===== src/hdl/sdmac_consts.svh =====
// Bus and register widths, register offsets, WD window and acknowledge delay
`ifndef SDMAC_CONSTS_SVH
`define SDMAC_CONSTS_SVH

// CPU data bus
`define SDMAC_BUS_W 32
// Control and status register width
`define SDMAC_REG_W 9

// Byte offsets, decoded on addr[7:2]
`define SDMAC_OFS_WTC     8'h04  // Word transfer count, reads zero
`define SDMAC_OFS_CNTR    8'h08  // Control register
`define SDMAC_OFS_ACR     8'h0C  // Address counter, only A1 kept
`define SDMAC_OFS_ST_DMA  8'h10  // Start DMA action
`define SDMAC_OFS_FLUSH   8'h14  // Flush FIFO action
`define SDMAC_OFS_CLR_INT 8'h18  // Clear interrupt action
`define SDMAC_OFS_ISTR    8'h1C  // Interrupt status register
`define SDMAC_OFS_SP_DMA  8'h3C  // Stop DMA action

// WD33C93 pass-through window
`define SDMAC_WD_BASE 8'h40
`define SDMAC_WD_SPAN 8'h10  // 0x40 to 0x4F

// Cycles from access start to DSACK
`define SDMAC_DSK_DELAY 2

`endif

===== src/hdl/sdmac_pkg.sv =====
// Control and status register layouts and the decoded CPU bus word
`include "sdmac_consts.svh"

package sdmac_pkg;

  // Control register, bit 8 read only
  typedef struct packed {
    logic       dmaena;   // DMA running, set by ST_DMA
    logic [2:0] spare_hi; // Stored as written
    logic       prest;    // Peripheral reset
    logic       spare_md;
    logic       inten;    // Interrupt enable
    logic       ddir;     // DMA direction
    logic       spare_lo;
  } cntr_bits_t;

  // Interrupt status register
  typedef struct packed {
    logic       int_f;      // Interrupt asserted at output
    logic       ints;       // Latched SCSI interrupt
    logic [4:0] rsvd;       // Read as zero
    logic       fifo_full;
    logic       fifo_empty;
  } istr_bits_t;

  // Control register write view
  typedef struct packed {
    logic [`SDMAC_BUS_W-`SDMAC_REG_W-1:0] pad;
    cntr_bits_t                           cntr;
  } cpu_cntr_view_t;

  // ACR write view, A1 sits in bit 25
  typedef struct packed {
    logic [5:0]  pad_hi;
    logic        a1;
    logic [24:0] pad_lo;
  } cpu_acr_view_t;

  // Same bus word, decoded per target register
  typedef union packed {
    cpu_cntr_view_t ctl;
    cpu_acr_view_t  acr;
  } cpu_word_u;

endpackage


===== src/hdl/registers.sv =====
// SDMAC host register block with flush flag, A1 capture and read multiplexer
`timescale 1ns/100ps
`include "sdmac_consts.svh"

module registers (
  input  logic                    ACR_WR,
  input  logic                    RST_,
  input  logic [7:0]              addr,
  input  logic                    dmac_,      // Chip select
  input  logic                    as_,
  input  logic                    rw,
  input  logic [`SDMAC_BUS_W-1:0] mid,        // CPU write data
  input  logic                    stopflush,  // Flush done, from FIFO side
  input  logic                    fifoempty,
  input  logic                    fifofull,
  input  logic                    inta_i,
  output logic [`SDMAC_BUS_W-1:0] mod,        // CPU read data
  output logic                    preset,
  output logic                    flushfifo,
  output logic                    acr_load,   // ACR write strobe to byte pointer
  output logic                    a1,
  output logic                    int_o_,
  output logic                    dmadir,
  output logic                    dmaena,
  output logic                    reg_dsk_,
  output logic                    wd_reg_req  // WD33C93 pass-through
);

  import sdmac_pkg::*;

  localparam int unsigned PAD_W = `SDMAC_BUS_W - `SDMAC_REG_W;

  cpu_word_u  mid_u;
  cntr_bits_t cntr_q;
  istr_bits_t istr_q;

  logic cntr_wr, st_dma, sp_dma, clr_int, flush;
  logic cntr_rd, istr_rd;
  logic reg_acc, acc;
  logic inten;

  assign mid_u = mid;

  addr_decoder u_addr_decoder (
    .ACR_WR     (ACR_WR),
    .RST_       (RST_),
    .addr       (addr),
    .dmac_      (dmac_),
    .as_        (as_),
    .rw         (rw),
    .cntr_wr    (cntr_wr),
    .acr_load   (acr_load),
    .st_dma     (st_dma),
    .sp_dma     (sp_dma),
    .clr_int    (clr_int),
    .flush      (flush),
    .cntr_rd    (cntr_rd),
    .istr_rd    (istr_rd),
    .wtc_rd     (),
    .wd_reg_req (wd_reg_req),
    .reg_acc    (reg_acc),
    .acc        (acc)
  );

  registers_cntr u_registers_cntr (
    .ACR_WR  (ACR_WR),
    .RST_    (RST_),
    .cntr_wr (cntr_wr),
    .st_dma  (st_dma),
    .sp_dma  (sp_dma),
    .mid     (mid_u),
    .cntr_q  (cntr_q),
    .inten   (inten),
    .preset  (preset),
    .dmadir  (dmadir),
    .dmaena  (dmaena)
  );

  registers_istr u_registers_istr (
    .ACR_WR    (ACR_WR),
    .RST_      (RST_),
    .fifoempty (fifoempty),
    .fifofull  (fifofull),
    .inta_i    (inta_i),
    .clr_int   (clr_int),
    .inten     (inten),
    .istr_q    (istr_q),
    .int_o_    (int_o_)
  );

  registers_term u_registers_term (
    .ACR_WR   (ACR_WR),
    .RST_     (RST_),
    .acc      (acc),
    .reg_acc  (reg_acc),
    .reg_dsk_ (reg_dsk_)
  );

  // Flush request, stopflush has priority
  always_ff @(posedge ACR_WR or negedge RST_) begin
    if (!RST_) begin
      flushfifo <= 1'b0;
    end else if (stopflush) begin
      flushfifo <= 1'b0;
    end else if (flush) begin
      flushfifo <= 1'b1;
    end
  end

  // A1 from bit 25 of an ACR write
  always_ff @(posedge ACR_WR or negedge RST_) begin
    if (!RST_) begin
      a1 <= 1'b0;
    end else if (acr_load) begin
      a1 <= mid_u.acr.a1;
    end
  end

  // Read mux, zero when idle
  always_comb begin
    if (cntr_rd) begin
      mod = {{PAD_W{1'b0}}, cntr_q};
    end else if (istr_rd) begin
      mod = {{PAD_W{1'b0}}, istr_q};
    end else begin
      mod = '0;  // WTC, unmapped and idle
    end
  end

endmodule


===== src/hdl/registers_term.sv =====
// DSACK generator counting the acknowledge delay for internal register accesses
`timescale 1ns/100ps
`include "sdmac_consts.svh"

module registers_term (
  input  logic ACR_WR,
  input  logic RST_,
  input  logic acc,       // Access in progress
  input  logic reg_acc,   // Internal register targeted
  output logic reg_dsk_   // DSACK, low active
);

  localparam int unsigned DLY   = `SDMAC_DSK_DELAY;
  localparam int unsigned CNT_W = $clog2(DLY + 1);

  logic [CNT_W-1:0] cnt;
  logic             run;   // Internal access underway

  assign run = acc & reg_acc;

  // Saturates at DLY, back to zero once acc drops
  always_ff @(posedge ACR_WR or negedge RST_) begin
    if (!RST_) begin
      cnt <= '0;
    end else if (!run) begin
      cnt <= '0;
    end else if (cnt != CNT_W'(DLY)) begin
      cnt <= cnt + 1'b1;
    end
  end

  // Low from edge k+DLY, high again on the edge that drops acc
  assign reg_dsk_ = ~(run & (cnt == CNT_W'(DLY)));

endmodule


===== src/hdl/registers_istr.sv =====
// Interrupt latch, status word assembly and registered interrupt output
`timescale 1ns/100ps

module registers_istr (
  input  logic                   ACR_WR,
  input  logic                   RST_,
  input  logic                   fifoempty,
  input  logic                   fifofull,
  input  logic                   inta_i,    // SCSI chip interrupt, high active
  input  logic                   clr_int,   // Clear strobe from decoder
  input  logic                   inten,     // From control register
  output sdmac_pkg::istr_bits_t  istr_q,
  output logic                   int_o_     // INT2 to CPU, low active
);

  logic ints;   // Latched SCSI interrupt
  logic int_f;  // Interrupt at output

  // Source wins over clear, a pending request is never dropped
  always_ff @(posedge ACR_WR or negedge RST_) begin
    if (!RST_) begin
      ints <= 1'b0;
    end else if (inta_i) begin
      ints <= 1'b1;
    end else if (clr_int) begin
      ints <= 1'b0;
    end
  end

  // One cycle behind ints
  always_ff @(posedge ACR_WR or negedge RST_) begin
    if (!RST_) begin
      int_f  <= 1'b0;
      int_o_ <= 1'b1;
    end else begin
      int_f  <= ints & inten;
      int_o_ <= ~(ints & inten);
    end
  end

  // Status word, FIFO flags live
  always_comb begin
    istr_q            = '0;
    istr_q.int_f      = int_f;
    istr_q.ints       = ints;
    istr_q.fifo_full  = fifofull;
    istr_q.fifo_empty = fifoempty;
  end

endmodule


===== src/hdl/registers_cntr.sv =====
// Control register with separate DMA enable set and clear strobes
`timescale 1ns/100ps

module registers_cntr (
  input  logic                   ACR_WR,
  input  logic                   RST_,
  input  logic                   cntr_wr,  // CNTR write strobe
  input  logic                   st_dma,   // Start DMA strobe
  input  logic                   sp_dma,   // Stop DMA strobe
  input  sdmac_pkg::cpu_word_u   mid,
  output sdmac_pkg::cntr_bits_t  cntr_q,   // Readback, dmaena in bit 8
  output logic                   inten,
  output logic                   preset,
  output logic                   dmadir,
  output logic                   dmaena
);

  import sdmac_pkg::*;

  cntr_bits_t cntr_r;
  logic       dmaena_r;   // Kept apart, not CPU writable

  // Writable fields only
  always_ff @(posedge ACR_WR or negedge RST_) begin
    if (!RST_) begin
      cntr_r <= '0;
    end else if (cntr_wr) begin
      cntr_r <= mid.ctl.cntr;
    end
  end

  // Stop beats start
  always_ff @(posedge ACR_WR or negedge RST_) begin
    if (!RST_) begin
      dmaena_r <= 1'b0;
    end else if (sp_dma) begin
      dmaena_r <= 1'b0;
    end else if (st_dma) begin
      dmaena_r <= 1'b1;
    end
  end

  // Readback with live DMA state in bit 8
  always_comb begin
    cntr_q        = cntr_r;
    cntr_q.dmaena = dmaena_r;
  end

  assign inten  = cntr_r.inten;
  assign preset = cntr_r.prest;  // Peripheral reset
  assign dmadir = cntr_r.ddir;
  assign dmaena = dmaena_r;

endmodule


===== src/hdl/addr_decoder.sv =====
// Access start detection and register offset decoder with strobes and read selects
`timescale 1ns/100ps
`include "sdmac_consts.svh"

module addr_decoder (
  input  logic       ACR_WR,
  input  logic       RST_,
  input  logic [7:0] addr,
  input  logic       dmac_,      // Chip select, low active
  input  logic       as_,        // Address strobe, low active
  input  logic       rw,         // 1 for read
  output logic       cntr_wr,
  output logic       acr_load,
  output logic       st_dma,
  output logic       sp_dma,
  output logic       clr_int,
  output logic       flush,
  output logic       cntr_rd,
  output logic       istr_rd,
  output logic       wtc_rd,
  output logic       wd_reg_req,
  output logic       reg_acc,
  output logic       acc
);

  logic [7:0] ofs;      // Longword aligned offset
  logic       start;    // First edge of an access
  logic       hit_wtc;
  logic       hit_cntr;
  logic       hit_acr;
  logic       hit_st;
  logic       hit_flush;
  logic       hit_clr;
  logic       hit_istr;
  logic       hit_sp;
  logic       hit_wd;

  assign ofs   = {addr[7:2], 2'b00};
  assign start = ~acc & ~as_ & ~dmac_;  // Qualified strobe, edge detected on acc

  assign hit_wtc   = (ofs == `SDMAC_OFS_WTC);
  assign hit_cntr  = (ofs == `SDMAC_OFS_CNTR);
  assign hit_acr   = (ofs == `SDMAC_OFS_ACR);
  assign hit_st    = (ofs == `SDMAC_OFS_ST_DMA);
  assign hit_flush = (ofs == `SDMAC_OFS_FLUSH);
  assign hit_clr   = (ofs == `SDMAC_OFS_CLR_INT);
  assign hit_istr  = (ofs == `SDMAC_OFS_ISTR);
  assign hit_sp    = (ofs == `SDMAC_OFS_SP_DMA);
  // WD window 0x40..0x4F
  assign hit_wd    = (ofs >= `SDMAC_WD_BASE) &&
                     (ofs <  (`SDMAC_WD_BASE + `SDMAC_WD_SPAN));

  always_ff @(posedge ACR_WR or negedge RST_) begin
    if (!RST_) begin
      cntr_wr    <= 1'b0;
      acr_load   <= 1'b0;
      st_dma     <= 1'b0;
      sp_dma     <= 1'b0;
      clr_int    <= 1'b0;
      flush      <= 1'b0;
      cntr_rd    <= 1'b0;
      istr_rd    <= 1'b0;
      wtc_rd     <= 1'b0;
      wd_reg_req <= 1'b0;
      reg_acc    <= 1'b0;
      acc        <= 1'b0;
    end else begin
      // Single cycle strobes, high from edge k to k+1
      cntr_wr  <= start & ~rw & hit_cntr;
      acr_load <= start & ~rw & hit_acr;
      st_dma   <= start & hit_st;     // Actions fire in either direction
      sp_dma   <= start & hit_sp;
      clr_int  <= start & hit_clr;
      flush    <= start & hit_flush;

      // Held levels, dropped at the edge that sees as_ high
      if (as_) begin
        acc        <= 1'b0;
        cntr_rd    <= 1'b0;
        istr_rd    <= 1'b0;
        wtc_rd     <= 1'b0;
        wd_reg_req <= 1'b0;
        reg_acc    <= 1'b0;
      end else if (start) begin
        acc        <= 1'b1;
        cntr_rd    <= rw & hit_cntr;
        istr_rd    <= rw & hit_istr;
        wtc_rd     <= rw & hit_wtc;
        wd_reg_req <= hit_wd;
        reg_acc    <= ~hit_wd;        // Unmapped offsets still get DSACK
      end
    end
  end

endmodule


===== config.mk =====
export PLATFORM = sky130hd
export DESIGN_NAME = registers
export DESIGN_NICKNAME = d
export VERILOG_FILES = /design/src/hdl/sdmac_pkg.sv /design/src/hdl/registers.sv /design/src/hdl/registers_term.sv /design/src/hdl/registers_istr.sv /design/src/hdl/registers_cntr.sv /design/src/hdl/addr_decoder.sv
export VERILOG_INCLUDE_DIRS = /design/src /design/src/hdl
export SDC_FILE = /design/constraint.sdc
export NUM_CORES = 1
export LEC_CHECK = 0
export BUFFER_PORTS_ARGS = -buffer_cell sky130_fd_sc_hd__buf_2
export CAP_MARGIN = 20
export CELL_PAD_IN_SITES_DETAIL_PLACEMENT = 2
export CELL_PAD_IN_SITES_GLOBAL_PLACEMENT = 2
export CORE_MARGIN = 2
export CORE_UTILIZATION = 20
export DETAILED_ROUTE_END_ITERATION = 8
export PLACE_DENSITY = 0.76
export SLEW_MARGIN = 10
export SYNTH_ARGS = -nofsm -noshare
export SYNTH_HDL_FRONTEND = slang
export SYNTH_SLANG_ARGS = --single-unit

===== constraint.sdc =====
create_clock -name ACR_WR -period 1.3 [get_ports ACR_WR]
set_clock_uncertainty 0.1 [all_clocks]
set_input_delay 0 -clock ACR_WR [delete_from_list [all_inputs] [get_ports ACR_WR]]
set_output_delay 0 -clock ACR_WR [all_outputs]
set_load 0.05 [all_outputs]

==> impl_metrics.py, run 1 <==
metrics = {
    "synth": {
        "synthCells": 120,
        "avgSynthCellArea_um2": 11.0,
        "ys.flop_type": "dfrtp_1",
        "synth_warnings": 0,
        "ys_types": 28,
        "async_reset_ff_frac": 1.00,
        "ys_ff_latch": 27,
        "synth_top_area_share": 0.494,
        "synth_area_leader_cell": "dfrtp_1",
        "synth_seq_area_share": 0.514,
        "synth-edff-count": 0,
        "synth_area_mm2": 0.00132,
        "synthTopCellsByArea": "dfrtp_1 49%, buf_4 13%, mux2_2 7.7%",
    },
    "placed_design": {
        "post-place-ws_ps": 5.01,
        "gp_congestion": 0.704,
        "detailed_place_hpwl_mm": 2.34,
        "port_buffers": 41,
    },
    "sta": {
        "hold_ws_ps": -11.1,
        "period_needed_ps": 1340,
        "max_freq_ghz": 0.746,
        "post-route-period-util": 1.03,
        "finalSetupViolCount": 7,
        "rsz0062_at_grt": "true",
        "report.final.slew_viol_count": 0,
        "worst_pin_slew_ps": 616,
        "slew_headroom": 0.589,
        "fin_ws_ps": -40.1,
        "finalHoldViolations": 1,
    },
    "setup_path": {
        "critPathArrivalTime_ps": 1420,
        "reg2reg_from": "u_addr_decoder.acc$_DFFE_PN0P_",
        "crit_chain": "buf_2 > dlygate4sd3_1 > nor4b_2 > nand2_2 > nor4_2",
        "crit_path_end_kind": "flip-flop",
        "cpPeakStageDelay_ps": 630,
        "rr_endpoint": "u_addr_decoder.flush$_DFF_PN0_",
        "required_ps": 1380,
        "reg2regPathDepth": 3,
        "critPathKind": "input port to flip-flop",
        "cp_slowest_cell": "dlygate4sd3_1",
        "r2r_setup_slack_ps": -10,
        "worst-path-max-fanout": 3,
        "startpoint_type": "input port",
    },
    "cells_and_area": {
        "final_layout_size_suffix_gt1_frac": 0.407,
        "syn_to_final_growth_pct": 50.2,
        "final_cell_mix": "30 x buf_2, 26 x dfrtp_1, 23 x conb_1",
        "nets": 240,
        "final.fill_count": 712,
        "largest_reg_flops": 5,
        "final_common_cell": "buf_2",
        "diodes": 0,
    },
    "power_and_ir_drop": {
        "peakVddDrop_v": 0.000309,
        "power_mw": 1.75,
        "leakagePower_nw": 0.998,
        "power.density_mw_per_mm2": 887,
    },
    "run": {
        "drv_cap": 0,
    },
    "clock_network": {
        "root_buffer": "clkbuf_8",
        "htree_levels": 1,
        "cts_buffers": 3,
        "clk_pin_slew_ps": 100,
        "tritoncts": "built",
        "clock_sinks": 27,
        "clk_latency_ps": 270,
        "clock_path_buffers": 2,
    },
    "drt": {
        "drc": 0,
        "wl_mm": 3.69,
        "wl_per_cell_um": 13.9,
        "routed.top_layer": "met4",
        "drtIter0Drc": 35,
        "vias": 1064,
        "ant_nets": 0,
        "wl_met2_mm": 1.96,
        "wl_met3_um": 258,
        "wl_met1_mm": 1.45,
        "vias_per_cell": 4.00,
        "drtPass1Iterations": 4,
    },
    "die": {
        "design.die.area_mm2": 0.00725,
        "die_x_um": 85.1,
        "rows": 29,
        "core-area_mm2": 0.00635,
        "die_h_um": 85.1,
        "io_pins": 90,
        "start_util": 0.207,
    },
    "global_route": {
        "antenna_found_initial": 0,
        "grt_pass1_wl_mm": 5.44,
        "overflow": 0,
        "grt_max_degree": 28,
        "first_global_vias": 1142,
        "grtUsageTotal": 0.0947,
    },
    "hold_path": {
        "hold_depth": 3,
        "hold_class": "input port to flip-flop",
        "hp-start": "as_",
        "holdPathEnd": "u_addr_decoder.acc$_DFFE_PN0P_",
    },
    "status": {
        "violations": "negative hold slack, negative setup slack",
        "status": "finished, violations left",
    },
}
==> cells by family after synthesis <==
group / synth area share
buffers and inverters: 0.154
other: 0.00285
adders and majority gates: 0.00950
xor gates and xnor gates: 0.00666
muxes: 0.0846
AOI/OAI and AO/OA: 0.0542
DFF: 0.514
and+or+nand+nor: 0.174
==> stage by stage <==
step	utilization	TNS, ps	cells	instance area (µm²)
2_1_floorplan	-	0	142	1400
3_5_place_dp	0.244	0	238	1550
6_report	0.311	-118	266	1980
3_3_place_gp	0.244	0	238	1550
4_1_cts	0.290	-76.6	261	1840
5_1_grt	0.311	-885	266	1980
==> worst max-delay path by stage <==
stage                                       start                               end  depth (start not counted)
2_1_floorplan      u_addr_decoder.acc$_DFFE_PN0P_    u_addr_decoder.flush$_DFF_PN0_                          3
3_3_place_gp       u_addr_decoder.acc$_DFFE_PN0P_   u_addr_decoder.st_dma$_DFF_PN0_                          3
3_5_place_dp       u_addr_decoder.acc$_DFFE_PN0P_   u_addr_decoder.st_dma$_DFF_PN0_                          3
4_1_cts        u_addr_decoder.cntr_rd$_DFFE_PN0P_                            mod[7]                          3
5_1_grt                                   addr[2]  u_addr_decoder.cntr_wr$_DFF_PN0_                          5
6_report                                  addr[2]  u_addr_decoder.cntr_wr$_DFF_PN0_                          5
==> cell type report <==
| cell class | count | area, µm² | area share |
|---|---|---|---|
| Inverter | 6 | 22.5 | 0.0114 |
| Clock inverter | 1 | 5.00 | 0.00253 |
| Sequential cell | 27 | 677 | 0.342 |
| Multi-Input combinational cell | 84 | 604 | 0.306 |
| Clock buffer | 3 | 41.3 | 0.0209 |
| Timing Repair Buffer | 68 | 531 | 0.268 |
| Tap cell | 77 | 96.3 | 0.0487 |
==> critical path: cells and delay by family <==
| family | cells | cell delay [ps] |
|---|---|---|
| buffers and inverters | 2 | 740 |
| and+or+nand+nor | 3 | 680 |
==> metal layers <==
metal / vias to the layer above / track usage
met5: - / 0
met4: 0 / 0.0346
met3: 2 / 0.0185
met2: 41 / 0.185
met1: 532 / 0.0981
li1: 489 / -
==> repair_timing <==
action                                  CTS  global route
hold buffers                             18             1
endpoints found under the setup margin   11            17
resized for setup                        19            20
setup buffers                             1             4
cloned                                    0             1
hold endpoints to repair                 48             3
pin swaps                                 0             3
==> report_power, final <==
part | leakage, nW | internal (mW) | total, mW | switching (mW)
registers | 0.364 | 0.863 | 0.881 | 0.0175
logic | 0.609 | 0.113 | 0.384 | 0.271
clock network | 0.0255 | 0.215 | 0.488 | 0.273
==> Yosys cell counts, types with 2 or more instances <==
cell type / instances
nand2_1: 10
o32ai_1: 2
and2_1: 5
nor2_1: 10
o21ai_0: 2
mux2_2: 9
clkbuf_1: 2
buf_4: 23
nor4_1: 3
nand2b_1: 2
a22o_1: 3
inv_1: 6
nor4b_1: 2
a21oi_1: 2
dfrtp_1: 26
Note: power is estimated with default switching activity, not from simulation.
==> inputs of run 2 (changes only) <==
Settings changed: CORE_UTILIZATION 20 to 21, CTS_BUF_LIST from default to sky130_fd_sc_hd__clkbuf_4, PLACE_DENSITY 0.76 to 0.79.
==> run 2 against run 1 <==
Net effect:
- clock power fell by 23%
- clock-buffer cell count stayed put
- wire length down 3.8%
- the flow finishes with violations (negative setup slack)
- register-to-register slack got worse by 30 ps
- critical path depth is 2 lower
- maximum frequency shrank 5.3%
- global-route usage grew 0.45 points
- cell count rose by 0.38%
- combinational power about the same
- utilization increased by 2.4 points
- sequential cell count is the same
- critical path type is now flip-flop to primary output
- total power down 6.5%
==> impl_metrics.py, run 2 (synthesis results as in run 1) <==
metrics = {
    "clock_network": {
        "htree_levels": 1,
        "clock_path_buffers": 2,
        "clk_pin_slew_ps": 160,
        "clock_sinks": 27,
        "cts_buffers": 3,
        "clk_latency_ps": 330,
        "tritoncts": "built",
        "root_buffer": "clkbuf_4",
    },
    "hold_path": {
        "holdPathEnd": "u_addr_decoder.wd_reg_req$_DFFE_PN0P_",
        "hp-start": "addr[6]",
        "hold_depth": 4,
        "hold_class": "input port to flip-flop",
    },
    "global_route": {
        "overflow": 0,
        "first_global_vias": 1145,
        "grt_pass1_wl_mm": 5.55,
        "grt_max_degree": 28,
        "antenna_found_initial": 0,
        "grtUsageTotal": 0.0992,
    },
    "sta": {
        "report.final.slew_viol_count": 0,
        "finalHoldViolations": 0,
        "max_freq_ghz": 0.707,
        "post-route-period-util": 1.09,
        "period_needed_ps": 1410,
        "finalSetupViolCount": 11,
        "slew_headroom": 0.582,
        "fin_ws_ps": -115,
        "rsz0062_at_grt": "true",
        "hold_ws_ps": 16.8,
        "worst_pin_slew_ps": 627,
        "fin_tns_setup_ps": -678,
    },
    "cells_and_area": {
        "nets": 243,
        "multiInputGateArea_um2": 622,
        "instances_no_fill": 267,
        "seq_area_um2": 678,
        "diodes": 0,
        "largest_reg_flops": 5,
        "syn_to_final_growth_pct": 52.6,
        "final_common_cell": "buf_2",
        "final_cell_mix": "32 x buf_2, 25 x dfrtp_1, 23 x conb_1",
        "final.fill_count": 661,
        "final_layout_size_suffix_gt1_frac": 0.438,
    },
    "drt": {
        "wl_mm": 3.55,
        "drtPass1Iterations": 3,
        "drtIter0Drc": 11,
        "drc": 0,
        "vias": 1071,
        "ant_nets": 0,
        "wl_per_cell_um": 13.3,
        "vias_per_cell": 4.01,
    },
    "setup_path": {
        "path_buf_inv": 2,
        "r2r_setup_slack_ps": -40,
        "crit_chain": "buf_6 > a22o_1 > buf_6",
        "cpPeakStageDelay_ps": 470,
        "required_ps": 1200,
        "startpoint_type": "flip-flop",
        "reg2regPathDepth": 4,
        "critPathKind": "flip-flop to primary output",
        "worst-path-max-fanout": 6,
        "critPathArrivalTime_ps": 1310,
        "crit_path_end_kind": "primary output",
        "cp_common_cell": "buf_6",
        "rr_endpoint": "u_addr_decoder.cntr_rd$_DFFE_PN0P_",
        "reg2reg_from": "u_addr_decoder.acc$_DFFE_PN0P_",
        "cpLargestDelayFamily": "flip-flops",
        "cp_slowest_cell": "dfrtp_2",
    },
    "die": {
        "rows": 28,
        "design.die.area_mm2": 0.00692,
        "start_util": 0.220,
        "die_x_um": 83.2,
        "die_h_um": 83.2,
        "io_pins": 90,
        "core-area_mm2": 0.00599,
    },
    "placed_design": {
        "detailed_place_hpwl_mm": 2.36,
        "gp_congestion": 0.690,
        "placed_cells": 238,
        "post-place-ws_ps": -22.4,
        "port_buffers": 41,
    },
    "power_and_ir_drop": {
        "leakagePower_nw": 1.00,
        "peakVddDrop_v": 0.000326,
        "power.density_mw_per_mm2": 816,
    },
    "status": {
        "violations": "negative setup slack",
        "status": "finished, violations left",
    },
    "run": {
        "drv_cap": 0,
    },
}
==> run 2: worst max path at each step <==
stage / slack, ps / to / start / depth (start not counted)
2_1_floorplan: 40 / u_addr_decoder.flush$_DFF_PN0_ / u_addr_decoder.acc$_DFFE_PN0P_ / 3
3_3_place_gp: 60 / u_addr_decoder.istr_rd$_DFFE_PN0P_ / u_addr_decoder.acc$_DFFE_PN0P_ / 4
3_5_place_dp: -20 / u_addr_decoder.st_dma$_DFF_PN0_ / u_addr_decoder.acc$_DFFE_PN0P_ / 3
4_1_cts: -130 / mod[7] / u_addr_decoder.istr_rd$_DFFE_PN0P_ / 4
5_1_grt: -180 / mod[7] / u_addr_decoder.cntr_rd$_DFFE_PN0P_ / 3
6_report: -110 / mod[7] / u_addr_decoder.cntr_rd$_DFFE_PN0P_ / 3
==> run 2: worst register-to-register path: stages (launching register included) <==
cell	delay, ps
dfrtp_1	430
nor3_4	310
nand2_1	140
buf_4	160
o32ai_1	120
==> run 2: metrics by stage <==
step	util	power [mW]	instance area, µm²
3_5_place_dp	0.260	1.20	1560
6_report	0.335	1.64	2010
2_1_floorplan	-	1.16	1400
5_1_grt	0.335	1.73	2010
3_3_place_gp	0.260	1.20	1560
4_1_cts	0.320	1.65	1920
==> run 2: layout make-up <==
class | instances | share of cell area
clock buffer | 3 | 0.0112
clock inverter | 1 | 0.00374
inverter | 6 | 0.0112
multi-input combinational | 84 | 0.310
sequential | 27 | 0.338
tap | 75 | 0.0467
timing repair buffer | 71 | 0.280
==> run 2: report_power, final <==
part | switching, mW | internal [mW]
Sequential | 0.0160 | 0.864
Clock | 0.257 | 0.118
Combinational | 0.270 | 0.114
Total | 0.543 | 1.10
==> run 2: layer usage <==
| layer | vias up | GRT usage | share of wire |
|---|---|---|---|
| li1 | 497 | - | - |
| met1 | 530 | 0.115 | 0.39 |
| met2 | 42 | 0.187 | 0.55 |
| met3 | 2 | 0.0109 | 0.050 |
| met4 | 0 | 0.0358 | 0.0085 |
| met5 | - | 0 | 0 |
==> run 2: timing repair <==
| item | CTS | global route |
|---|---|---|
| hold endpoints to repair | 49 | 0 |
| pin swaps | 3 | 5 |
| hold buffers | 22 | 0 |
| gates cloned | 0 | 1 |
| buffers inserted | 2 | 0 |
| setup endpoints to repair | 12 | 17 |
| gates resized for setup | 30 | 15 |
